File: src/hdl/csc_pkg.sv
// --------------------------------------------------------------------------
// YUV to RGB colour converter shared definitions
// Widths, filter and matrix constants, the pair, job and word types,
// and the colour clipping function used by the converter datapath
// --------------------------------------------------------------------------

`default_nettype none

package csc_pkg;

        // Sample and datapath widths
        localparam int PIXEL_W   = 8;
        localparam int WORD_W    = 16;
        localparam int CHROMA_W  = 16;
        localparam int PRODUCT_W = 32;

        localparam int LUMA_OFFSET   = 16;
        localparam int CHROMA_OFFSET = 128;

        // Six-tap interpolation, scaled by 256
        localparam int FILT_C1    = 21;
        localparam int FILT_C2    = 52;
        localparam int FILT_C3    = 159;
        localparam int FILT_ROUND = 128;
        localparam int FILT_SHIFT = 8;

        // Colour matrix, GU and GV are subtracted
        localparam int COEF_Y  = 76284;
        localparam int COEF_RV = 104595;
        localparam int COEF_GU = 25624;
        localparam int COEF_GV = 53281;
        localparam int COEF_BU = 132251;

        // Colour byte sits at bits 23..16 of a sum
        localparam int RGB_SHIFT = 16;

        localparam int FIFO_DEPTH = 8;

        // One input pixel pair with shared chroma
        typedef struct packed {
                logic [PIXEL_W-1:0] y_even;
                logic [PIXEL_W-1:0] y_odd;
                logic [PIXEL_W-1:0] u;
                logic [PIXEL_W-1:0] v;
                logic               last;
        } yuv_pair_t;

        // Upsampled pair, chroma already offset-removed
        typedef struct packed {
                logic [PIXEL_W-1:0]         y_even;
                logic [PIXEL_W-1:0]         y_odd;
                logic signed [CHROMA_W-1:0] u_even;
                logic signed [CHROMA_W-1:0] u_odd;
                logic signed [CHROMA_W-1:0] v_even;
                logic signed [CHROMA_W-1:0] v_odd;
        } conv_job_t;

        typedef logic [WORD_W-1:0] rgb_word_t;

        // Saturate a fixed-point sum to one colour byte
        function automatic logic [PIXEL_W-1:0] clip_color(
                input logic signed [PRODUCT_W-1:0] sum
        );
                if (sum[PRODUCT_W-1]) begin
                        return '0;
                end else if (|sum[PRODUCT_W-2:RGB_SHIFT+PIXEL_W]) begin
                        return '1;
                end else begin
                        return sum[RGB_SHIFT +: PIXEL_W];
                end
        endfunction

endpackage

`default_nettype wire

File: src/hdl/chroma_upsampler.sv
// --------------------------------------------------------------------------
// Chroma upsampler
// Keeps six-sample U and V windows per line, interpolates odd chroma with
// the six-tap filter, removes offsets and flushes three steps at line end
// --------------------------------------------------------------------------

`timescale 1ns/1ps
`default_nettype none

module chroma_upsampler (
        input  logic                 CLOCK_50_I,
        input  logic                 Resetn,
        input  logic                 pair_valid,
        input  csc_pkg::yuv_pair_t   pair_in,
        output logic                 job_valid,
        output csc_pkg::conv_job_t   job
);
        import csc_pkg::*;

        // Index 0 holds s[j-2], index 5 holds s[j+3]
        logic [5:0][PIXEL_W-1:0] u_win;
        logic [5:0][PIXEL_W-1:0] v_win;
        logic [5:0][PIXEL_W-1:0] u_next;
        logic [5:0][PIXEL_W-1:0] v_next;

        // Luma delay line, index 2 is the oldest pair
        logic [2:0][PIXEL_W-1:0] ye_dly;
        logic [2:0][PIXEL_W-1:0] yo_dly;

        // Pairs seen in this line, saturates at 3
        logic [1:0] line_cnt;
        logic [1:0] flush_phase;
        logic       flushing;
        logic       step;
        logic       emit;

        function automatic logic signed [CHROMA_W-1:0] odd_chroma(
                input logic [5:0][PIXEL_W-1:0] s
        );
                logic signed [PRODUCT_W-1:0] outer;
                logic signed [PRODUCT_W-1:0] inner;
                logic signed [PRODUCT_W-1:0] centre;
                logic signed [PRODUCT_W-1:0] acc;
                outer  = PRODUCT_W'(s[0]) + PRODUCT_W'(s[5]);
                inner  = PRODUCT_W'(s[1]) + PRODUCT_W'(s[4]);
                centre = PRODUCT_W'(s[2]) + PRODUCT_W'(s[3]);
                acc = FILT_C1 * outer - FILT_C2 * inner + FILT_C3 * centre + FILT_ROUND;
                return CHROMA_W'((acc >>> FILT_SHIFT) - CHROMA_OFFSET);
        endfunction

        function automatic logic signed [CHROMA_W-1:0] even_chroma(
                input logic [PIXEL_W-1:0] s
        );
                return CHROMA_W'($signed({1'b0, s}) - CHROMA_OFFSET);
        endfunction

        assign flushing = (flush_phase != 2'd0);
        assign step     = pair_valid | flushing;

        // Step k of the flush emits pair N-4+k when it exists
        assign emit = flushing ? (({1'b0, line_cnt} + {1'b0, flush_phase}) >= 3'd4)
                               : (pair_valid && line_cnt == 2'd3);

        always_comb begin
                if (flushing) begin
                        // Repeat the last sample of the line
                        u_next = {u_win[5], u_win[5:1]};
                        v_next = {v_win[5], v_win[5:1]};
                end else if (line_cnt == 2'd0) begin
                        u_next = {6{pair_in.u}};
                        v_next = {6{pair_in.v}};
                end else begin
                        u_next = {pair_in.u, u_win[5:1]};
                        v_next = {pair_in.v, v_win[5:1]};
                end
        end

        always_ff @(posedge CLOCK_50_I or negedge Resetn) begin
                if (!Resetn) begin
                        line_cnt    <= 2'd0;
                        flush_phase <= 2'd0;
                        job_valid   <= 1'b0;
                end else begin
                        job_valid <= emit;
                        if (flushing) begin
                                if (flush_phase == 2'd3) begin
                                        flush_phase <= 2'd0;
                                        line_cnt    <= 2'd0;
                                end else begin
                                        flush_phase <= flush_phase + 2'd1;
                                end
                        end else if (pair_valid) begin
                                if (line_cnt != 2'd3)
                                        line_cnt <= line_cnt + 2'd1;
                                if (pair_in.last)
                                        flush_phase <= 2'd1;
                        end
                end
        end

        always_ff @(posedge CLOCK_50_I) begin
                if (step) begin
                        u_win  <= u_next;
                        v_win  <= v_next;
                        ye_dly <= {ye_dly[1:0], pair_in.y_even};
                        yo_dly <= {yo_dly[1:0], pair_in.y_odd};
                end
                if (emit) begin
                        job.y_even <= ye_dly[2];
                        job.y_odd  <= yo_dly[2];
                        job.u_even <= even_chroma(u_next[2]);
                        job.u_odd  <= odd_chroma(u_next);
                        job.v_even <= even_chroma(v_next[2]);
                        job.v_odd  <= odd_chroma(v_next);
                end
        end

        // Input spacing must leave room for the line-end flush
        assert property (@(posedge CLOCK_50_I) disable iff (!Resetn)
                flushing |-> !pair_valid)
                else $error("pair arrived during line-end flush");

endmodule

`default_nettype wire

File: src/hdl/csc_top.sv
// --------------------------------------------------------------------------
// YUV to RGB converter top
// Upsampler feeds the pair FIFO, the RGB converter drains it
// --------------------------------------------------------------------------

`timescale 1ns/1ps
`default_nettype none

module csc_top (
        input  logic                 CLOCK_50_I,
        input  logic                 Resetn,
        input  logic                 pair_valid,
        input  csc_pkg::yuv_pair_t   pair_in,
        output logic                 word_valid,
        output csc_pkg::rgb_word_t   rgb_word
);
        import csc_pkg::*;

        logic      job_valid;
        conv_job_t job;
        logic      fifo_empty;
        conv_job_t fifo_head;
        logic      fifo_pop;

        chroma_upsampler u_upsampler (
                .CLOCK_50_I (CLOCK_50_I),
                .Resetn     (Resetn),
                .pair_valid (pair_valid),
                .pair_in    (pair_in),
                .job_valid  (job_valid),
                .job        (job)
        );

        pair_fifo u_fifo (
                .CLOCK_50_I (CLOCK_50_I),
                .Resetn     (Resetn),
                .push       (job_valid),
                .wr_data    (job),
                .pop        (fifo_pop),
                .head       (fifo_head),
                .empty      (fifo_empty)
        );

        rgb_converter u_converter (
                .CLOCK_50_I (CLOCK_50_I),
                .Resetn     (Resetn),
                .empty      (fifo_empty),
                .head       (fifo_head),
                .pop        (fifo_pop),
                .word_valid (word_valid),
                .rgb_word   (rgb_word)
        );

endmodule

`default_nettype wire

File: src/hdl/pair_fifo.sv
// --------------------------------------------------------------------------
// Upsampled pair FIFO
// Circular buffer between upsampler and converter, absorbs flush bursts
// --------------------------------------------------------------------------

`timescale 1ns/1ps
`default_nettype none

module pair_fifo #(
        parameter int DEPTH = csc_pkg::FIFO_DEPTH
) (
        input  logic                 CLOCK_50_I,
        input  logic                 Resetn,
        input  logic                 push,
        input  csc_pkg::conv_job_t   wr_data,
        input  logic                 pop,
        output csc_pkg::conv_job_t   head,
        output logic                 empty
);
        import csc_pkg::*;

        localparam int PTR_W = $clog2(DEPTH);
        localparam int CNT_W = $clog2(DEPTH + 1);

        conv_job_t        mem [DEPTH];
        logic [PTR_W-1:0] rd_ptr;
        logic [PTR_W-1:0] wr_ptr;
        logic [CNT_W-1:0] count;

        assign head  = mem[rd_ptr];
        assign empty = (count == '0);

        always_ff @(posedge CLOCK_50_I) begin
                if (push)
                        mem[wr_ptr] <= wr_data;
        end

        always_ff @(posedge CLOCK_50_I or negedge Resetn) begin
                if (!Resetn) begin
                        rd_ptr <= '0;
                        wr_ptr <= '0;
                        count  <= '0;
                end else begin
                        if (push)
                                wr_ptr <= (wr_ptr == PTR_W'(DEPTH - 1)) ? '0 : wr_ptr + 1'b1;
                        if (pop)
                                rd_ptr <= (rd_ptr == PTR_W'(DEPTH - 1)) ? '0 : rd_ptr + 1'b1;
                        if (push && !pop)
                                count <= count + 1'b1;
                        else if (!push && pop)
                                count <= count - 1'b1;
                end
        end

        assert property (@(posedge CLOCK_50_I) disable iff (!Resetn)
                push |-> (count != CNT_W'(DEPTH)))
                else $error("pair FIFO overflow");

        assert property (@(posedge CLOCK_50_I) disable iff (!Resetn)
                pop |-> (count != '0))
                else $error("pair FIFO underflow");

endmodule

`default_nettype wire

File: src/hdl/rgb_converter.sv
// --------------------------------------------------------------------------
// RGB converter
// Pops upsampled pairs, runs the colour matrix, clips each colour and
// serialises the pair into three packed 16-bit words
// --------------------------------------------------------------------------

`timescale 1ns/1ps
`default_nettype none

module rgb_converter (
        input  logic                 CLOCK_50_I,
        input  logic                 Resetn,
        input  logic                 empty,
        input  csc_pkg::conv_job_t   head,
        output logic                 pop,
        output logic                 word_valid,
        output csc_pkg::rgb_word_t   rgb_word
);
        import csc_pkg::*;

        logic [1:0] gap_cnt;
        logic       s1_valid;
        logic       s2_valid;
        logic [1:0] ser_phase;

        logic signed [PRODUCT_W-1:0] py_even;
        logic signed [PRODUCT_W-1:0] py_odd;
        logic signed [PRODUCT_W-1:0] prv_even;
        logic signed [PRODUCT_W-1:0] prv_odd;
        logic signed [PRODUCT_W-1:0] pgu_even;
        logic signed [PRODUCT_W-1:0] pgu_odd;
        logic signed [PRODUCT_W-1:0] pgv_even;
        logic signed [PRODUCT_W-1:0] pgv_odd;
        logic signed [PRODUCT_W-1:0] pbu_even;
        logic signed [PRODUCT_W-1:0] pbu_odd;

        logic [PIXEL_W-1:0] r_even;
        logic [PIXEL_W-1:0] g_even;
        logic [PIXEL_W-1:0] b_even;
        logic [PIXEL_W-1:0] r_odd;
        logic [PIXEL_W-1:0] g_odd;
        logic [PIXEL_W-1:0] b_odd;

        // One new pair every third cycle at most
        assign pop = !empty && (gap_cnt == 2'd0);

        always_ff @(posedge CLOCK_50_I or negedge Resetn) begin
                if (!Resetn) begin
                        gap_cnt    <= 2'd0;
                        s1_valid   <= 1'b0;
                        s2_valid   <= 1'b0;
                        ser_phase  <= 2'd0;
                        word_valid <= 1'b0;
                end else begin
                        s1_valid   <= pop;
                        s2_valid   <= s1_valid;
                        word_valid <= s2_valid || (ser_phase != 2'd0);
                        if (pop)
                                gap_cnt <= 2'd2;
                        else if (gap_cnt != 2'd0)
                                gap_cnt <= gap_cnt - 2'd1;
                        if (s2_valid)
                                ser_phase <= 2'd1;
                        else if (ser_phase == 2'd1)
                                ser_phase <= 2'd2;
                        else
                                ser_phase <= 2'd0;
                end
        end

        // Stage one, products straight from the FIFO head
        always_ff @(posedge CLOCK_50_I) begin
                if (pop) begin
                        py_even  <= COEF_Y * ($signed({1'b0, head.y_even}) - LUMA_OFFSET);
                        py_odd   <= COEF_Y * ($signed({1'b0, head.y_odd}) - LUMA_OFFSET);
                        prv_even <= COEF_RV * $signed(head.v_even);
                        prv_odd  <= COEF_RV * $signed(head.v_odd);
                        pgu_even <= COEF_GU * $signed(head.u_even);
                        pgu_odd  <= COEF_GU * $signed(head.u_odd);
                        pgv_even <= COEF_GV * $signed(head.v_even);
                        pgv_odd  <= COEF_GV * $signed(head.v_odd);
                        pbu_even <= COEF_BU * $signed(head.u_even);
                        pbu_odd  <= COEF_BU * $signed(head.u_odd);
                end
        end

        // Stage two, sums and clipping
        always_ff @(posedge CLOCK_50_I) begin
                if (s1_valid) begin
                        r_even <= clip_color(py_even + prv_even);
                        g_even <= clip_color(py_even - pgu_even - pgv_even);
                        b_even <= clip_color(py_even + pbu_even);
                        r_odd  <= clip_color(py_odd + prv_odd);
                        g_odd  <= clip_color(py_odd - pgu_odd - pgv_odd);
                        b_odd  <= clip_color(py_odd + pbu_odd);
                end
        end

        always_ff @(posedge CLOCK_50_I) begin
                if (s2_valid)
                        rgb_word <= {r_even, g_even};
                else if (ser_phase == 2'd1)
                        rgb_word <= {b_even, r_odd};
                else if (ser_phase == 2'd2)
                        rgb_word <= {g_odd, b_odd};
        end

        // Next pair must not reach the serialiser mid-pair
        assert property (@(posedge CLOCK_50_I) disable iff (!Resetn)
                s2_valid |-> (ser_phase == 2'd0))
                else $error("serialiser overrun");

endmodule

`default_nettype wire

File: config.mk
export PLATFORM = sky130hd
export DESIGN_NAME = csc_top
export DESIGN_NICKNAME = d
export VERILOG_FILES = /design/src/hdl/csc_pkg.sv /design/src/hdl/chroma_upsampler.sv /design/src/hdl/csc_top.sv /design/src/hdl/pair_fifo.sv /design/src/hdl/rgb_converter.sv
export SDC_FILE = /design/constraint.sdc
export NUM_CORES = 2
export LEC_CHECK = 0
export BUFFER_PORTS_ARGS = -buffer_cell sky130_fd_sc_hd__buf_2
export CORE_ASPECT_RATIO = 1.75
export CORE_MARGIN = 10
export CORE_UTILIZATION = 46
export CTS_BUF_LIST = sky130_fd_sc_hd__clkbuf_2 sky130_fd_sc_hd__clkbuf_4 sky130_fd_sc_hd__clkbuf_8
export DETAILED_ROUTE_END_ITERATION = 12
export GPL_TIMING_DRIVEN = 0
export MAX_ROUTING_LAYER = met4
export PLACE_DENSITY = 0.58
export SYNTH_ARGS = -nofsm -noshare
export SYNTH_HDL_FRONTEND = slang
export SYNTH_SLANG_ARGS = --single-unit
File: constraint.sdc
create_clock -name CLOCK_50_I -period 17.6 [get_ports CLOCK_50_I]
set_input_delay 1.76 -clock CLOCK_50_I [delete_from_list [all_inputs] [get_ports CLOCK_50_I]]
set_output_delay 1.76 -clock CLOCK_50_I [all_outputs]
set_load 0.05 [all_outputs]
-- After elaboration in Yosys (flattened, before gate mapping)
Memories as Yosys holds them, arrays and structs flattened.
Index checks and enable logic that the tools add are counted.
- bits in registers: 604
- logic and storage cells: 171
- memories: 1
- input bits: 36
- output and inout bits: 17
- memory bits (writable): 640
- reduce and logical (&&, ||, !) cells: 28
- multipliers: 16
- $lt $le $gt $ge: 1
- eq/ne operators: 8
- add/subtract/negate cells: 34
- multiplexer cells: 32
- bitwise logic cells: 1
- memories (name ; words ; bits a word ; read ports ; clocked after Yosys merged registers in ; write ports ; line ; source):
    u_fifo.mem ; 8 ; 80 ; 1 ; 0 ; 1 ; pair_fifo.sv:25 ; conv_job_t mem [DEPTH];
- operator list (kind ; count):
    $add 32x32->32 ; 4
    $sub 32x32->32 ; 4
    $mux 48 ; 2
    $mux 40 ; 2
    $mul 16x32->30 const A ; 2
    $mul 17x16->32 const A ; 2
    $mul 18x16->32 const A ; 2
    $mul 19x16->32 const A ; 2
    $mul 5x32->22 const A ; 2
    $mul 6x32->24 const A ; 2
    $mul 9x32->24 const A ; 2
    $mul 13x16->29 const A ; 2
    $add 8x8->9 ; 6
    $add 24x24->24 ; 2
    $add 24x9->24 const B ; 2
    $mux 16 ; 3
    $mux 8 ; 6
    $sub 24x24->24 ; 2
    $reduce_or 7->1 ; 6
    $sub 16x9->16 const B ; 2
    $mux 2 ; 12
    $sub 8x5->9 const B ; 2
    $sub 8x8->9 const B ; 2
    $reduce_bool 2->1 ; 8
    23 further kinds ; 39

-- Logic depth before layout (Yosys ltp)
- depth after elaboration: 9
- depth in mapped cells: 48
- mapped depth without buffers: 46

-- By module
From an unflattened synthesis, not the netlist that was laid out.
- cells, all modules: 7662
- area, all modules: 94620.7 µm²
- modules (own cells, without submodules) (module ; seq. area each (µm²) ; area an instance (µm²) ; times used ; cells an instance):
    rgb_converter ; 10805.4 ; 52283.9 ; 1 ; 5091
    pair_fifo ; 19468.7 ; 25041.5 ; 1 ; 990
    chroma_upsampler ; 5710.5 ; 17295.3 ; 1 ; 1581

-- Worst setup path after synthesis
OpenSTA, ideal clock, no wires.
- path type: input to register
- from: in pair_in[9] (netlist bit)
- to: reg u_upsampler.job[47] (netlist name)
- setup slack: 6.927 ns
- cell stages on the path: 43
- arrival time: 10.520 ns
- data required time: 17.446 ns
- path buffers: 0
- setup time: 0.154 ns
- path through: and3_1 > a21o_1 > ha_1 > inv_1 > fa_1 > nand2b_1 > o21ai_0 > a31o_2 > a21oi_1 > xor2_1 > inv_1 > ha_1 > ha_1 > inv_1 > fa_1 > inv_1 > ha_1 > inv_1 > (+7 left out) > fa_1 > inv_1 > fa_1 > inv_1 > ha_1 > nor3_1 > o211ai_1 > a31oi_2 > o211a_1 > o21ai_0 > xnor2_1 > ha_1 > nor4b_1 > nand2_1 > o211ai_1 > nand3b_1 > maj3_1 > o22ai_1
- RTL lines (what ; line ; source):
    from (decl) ; csc_top.sv:13 ; input csc_pkg::yuv_pair_t pair_in,

==> reports/metrics.yaml <==
outcome: "finished clean"
synth_nets: 8660
cpMostUsedCell: "inv_1"
cts.repair.resized: 0
cts_hold_buf: 0
synth_edf_count: 1068
slew_viol_final: 0
worst_r2r_endpoint: "u_upsampler.job[47]"
endpoint_kind: "register"
finalSetupTns_ps: 0
track_usage: 0.208
die_h_um: 582
grt_pass1_wl_um: 309000
critical_path_class: "reg -> reg"
cts_tree: "yes"
regToRegStartpoint: "u_upsampler.flush_phase[0]"
post-cts-setup-buffer-count: 0
ys_ff_latch: 1090
synthTopCellsByCount: "ha_1 (1,405), inv_1 (1,187), edfxtp_1 (1,068), fa_1 (505), a21oi_1 (325)"
clockBufferDepth: 4
htreeDepth: 4
worst_pin_slew_ps: 1360
clk_pin_slew_ps: 60
yosysTopAreaCell: "edfxtp_1"
fin_crit_ps: 12230
final_cell_area_um2: 90800
gp_congestion: 0.903
ys_seq_area_frac: 0.392
synthFlopType: "edfxtp_1"
cts.sinks: 1090
synth_area_leaders: "edfxtp_1 (39%), ha_1 (21%), fa_1 (12%), inv_1 (5.4%), mux4_2 (3.5%)"
syn_area_um2: 83100
numCtsBuffers: 177
pin_count: 53
die-area_um2: 199000
slowest_stage: "clkbuf_1"
r2r_slack_ps: 5370
yosys.area.top_type_share: 0.386
clk_latency_ps: 940
grt_overflow: 0
grt_max_degree: 128
grt_pass1_vias: 54600
start_kind: "register"
ys.warnings.count: 0
slew_headroom: 0.0684
antenna_found_initial: 4
vias_per_cell: 5.32
crit_start: "u_upsampler.flush_phase[0]"
post-route-util: 0.505
arrival_ps: 12950
crit_end: "u_upsampler.job[47]"
final_nets: 8931
routedWlPerCell_um: 21.0
synth.avg_cell_area_um2: 12.4
path_max_fanout: 10
placed_area_um2: 87100
yosysUniqueCellTypes: 89
place_inst: 9198
cts_root_buf: "clkbuf_8"
clock_skew_ps: 112
reg2reg_depth: 47
dr.pass1.iters: 5
hold_path_depth: 0
period_share: 0.695
required_ps: 18320
rsz0062_at_grt: "false"
hpwlAfterDp_um: 162000
drt_iter0_markers: 2097
finalNonFillerCells: 9514
fp.dieW_um: 341
drive_gt1_frac: 0.0881
slowest_delay_ps: 630
finalSetupViolCount: 0
async_reset_ff_frac: 0.0202
synth.most_common_cell: "ha_1"
drv_cap: 0
num_vias: 50600
hold_viol_final: 0
drc: 0
io_buffers: 52
area_growth_pct: 9.21
ant_nets: 0
fmax_ghz: 0.0818
num_rows: 206
wl_um: 200000
netlist_instances: 6714
core-area_um2: 180000
worstHoldPathType: "reg -> reg"
initial_core_util: 0.462
[worst max-delay path: cells and delay by family, from the launching register on]
family                     cells  cell delay [ps]
DFF                            1              380
and+or+nand+nor                6             1190
adders and majority gates     16             5780
buffers and inverters         12             1670
xor gates and xnor gates       3              570
AOI/OAI and AO/OA             10             2420
[cells by family (layout without fill, tap and decap cells)]
logic type,Yosys count,after routing,share of synthesized area
xor gates and xnor gates,372,372,0.0392
adders and majority gates,1911,1911,0.333
and+or+nand+nor,815,815,0.0486
DFF,1090,1090,0.392
other,0,6,0
AOI/OAI and AO/OA,1028,1028,0.0810
buffers and inverters,1261,1663,0.0571
muxes,237,237,0.0484
[metal layers]
metal,part of all wire,GRT usage,vias to the layer above
li1,-,-,24300
met4,0.046,0.0855,0
met1,0.36,0.208,25200
met3,0.023,0.0197,378
met2,0.57,0.405,699
met5,0,-,-
[area by class of cell]
class / instances / area [um2]
Clock buffer: 220 / 2770
Tap cell: 2392 / 2990
Multi-Input combinational cell: 4363 / 45800
Antenna cell: 6 / 15.0
Fill cell: 16000 / 89100
Timing Repair Buffer: 92 / 910
Inverter: 1189 / 4470
Clock inverter: 90 / 877
Buffer: 72 / 288
Sequential cell: 1090 / 32600
[sequential cells by signal, indices dropped and copies added, names as in the netlist, 16 cells and up]
signal / cells
u_converter.py_odd: 30
u_converter.prv_odd: 30
u_upsampler.job: 64
u_upsampler.ye_dly: 24
u_converter.py_even: 30
u_converter.pbu_even: 32
u_converter.pgu_odd: 26
u_converter.rgb_word: 16
u_upsampler.yo_dly: 24
u_converter.pgv_odd: 32
u_upsampler.u_win: 40
u_upsampler.v_win: 40
u_converter.pgu_even: 26
u_converter.prv_even: 30
u_fifo.mem: 512
u_converter.pbu_odd: 32
u_converter.pgv_even: 32
[cell usage in the layout (no fill, tap or decap), types with 83 or more instances in the layout]
master / instances
ha_1: 1405
inv_1: 1185
edfxtp_1: 1068
fa_1: 505
a21oi_1: 325
xnor2_1: 267
nor2_1: 212
a21o_1: 189
clkbuf_8: 179
nand2_1: 160
o21ai_0: 146
mux4_2: 128
xor2_1: 105
nor3_1: 83
[metrics by stage]
stage / hold WS, ps / setup WS, ps
2_1_floorplan: 352 / 6930
3_3_place_gp: 354 / 5440
3_5_place_dp: 359 / 5280
4_1_cts: 381 / 5240
5_1_grt: 405 / 4650
6_report: 377 / 5370
[worst min-delay path by stage]
stage,end,start
after floorplan,u_converter.ser_phase[0],u_converter.s2_valid
after global routing,u_converter.ser_phase[0],u_converter.s2_valid
after detailed placement,u_converter.ser_phase[0],u_converter.s2_valid
final,u_converter.ser_phase[0],u_converter.s2_valid
after CTS,u_converter.ser_phase[0],u_converter.s2_valid
after global placement,u_converter.ser_phase[0],u_converter.s2_valid
Power is left out: the tool's default activity adds up to more than one toggle a clock period on the data nets, which glitch-free logic cannot reach.
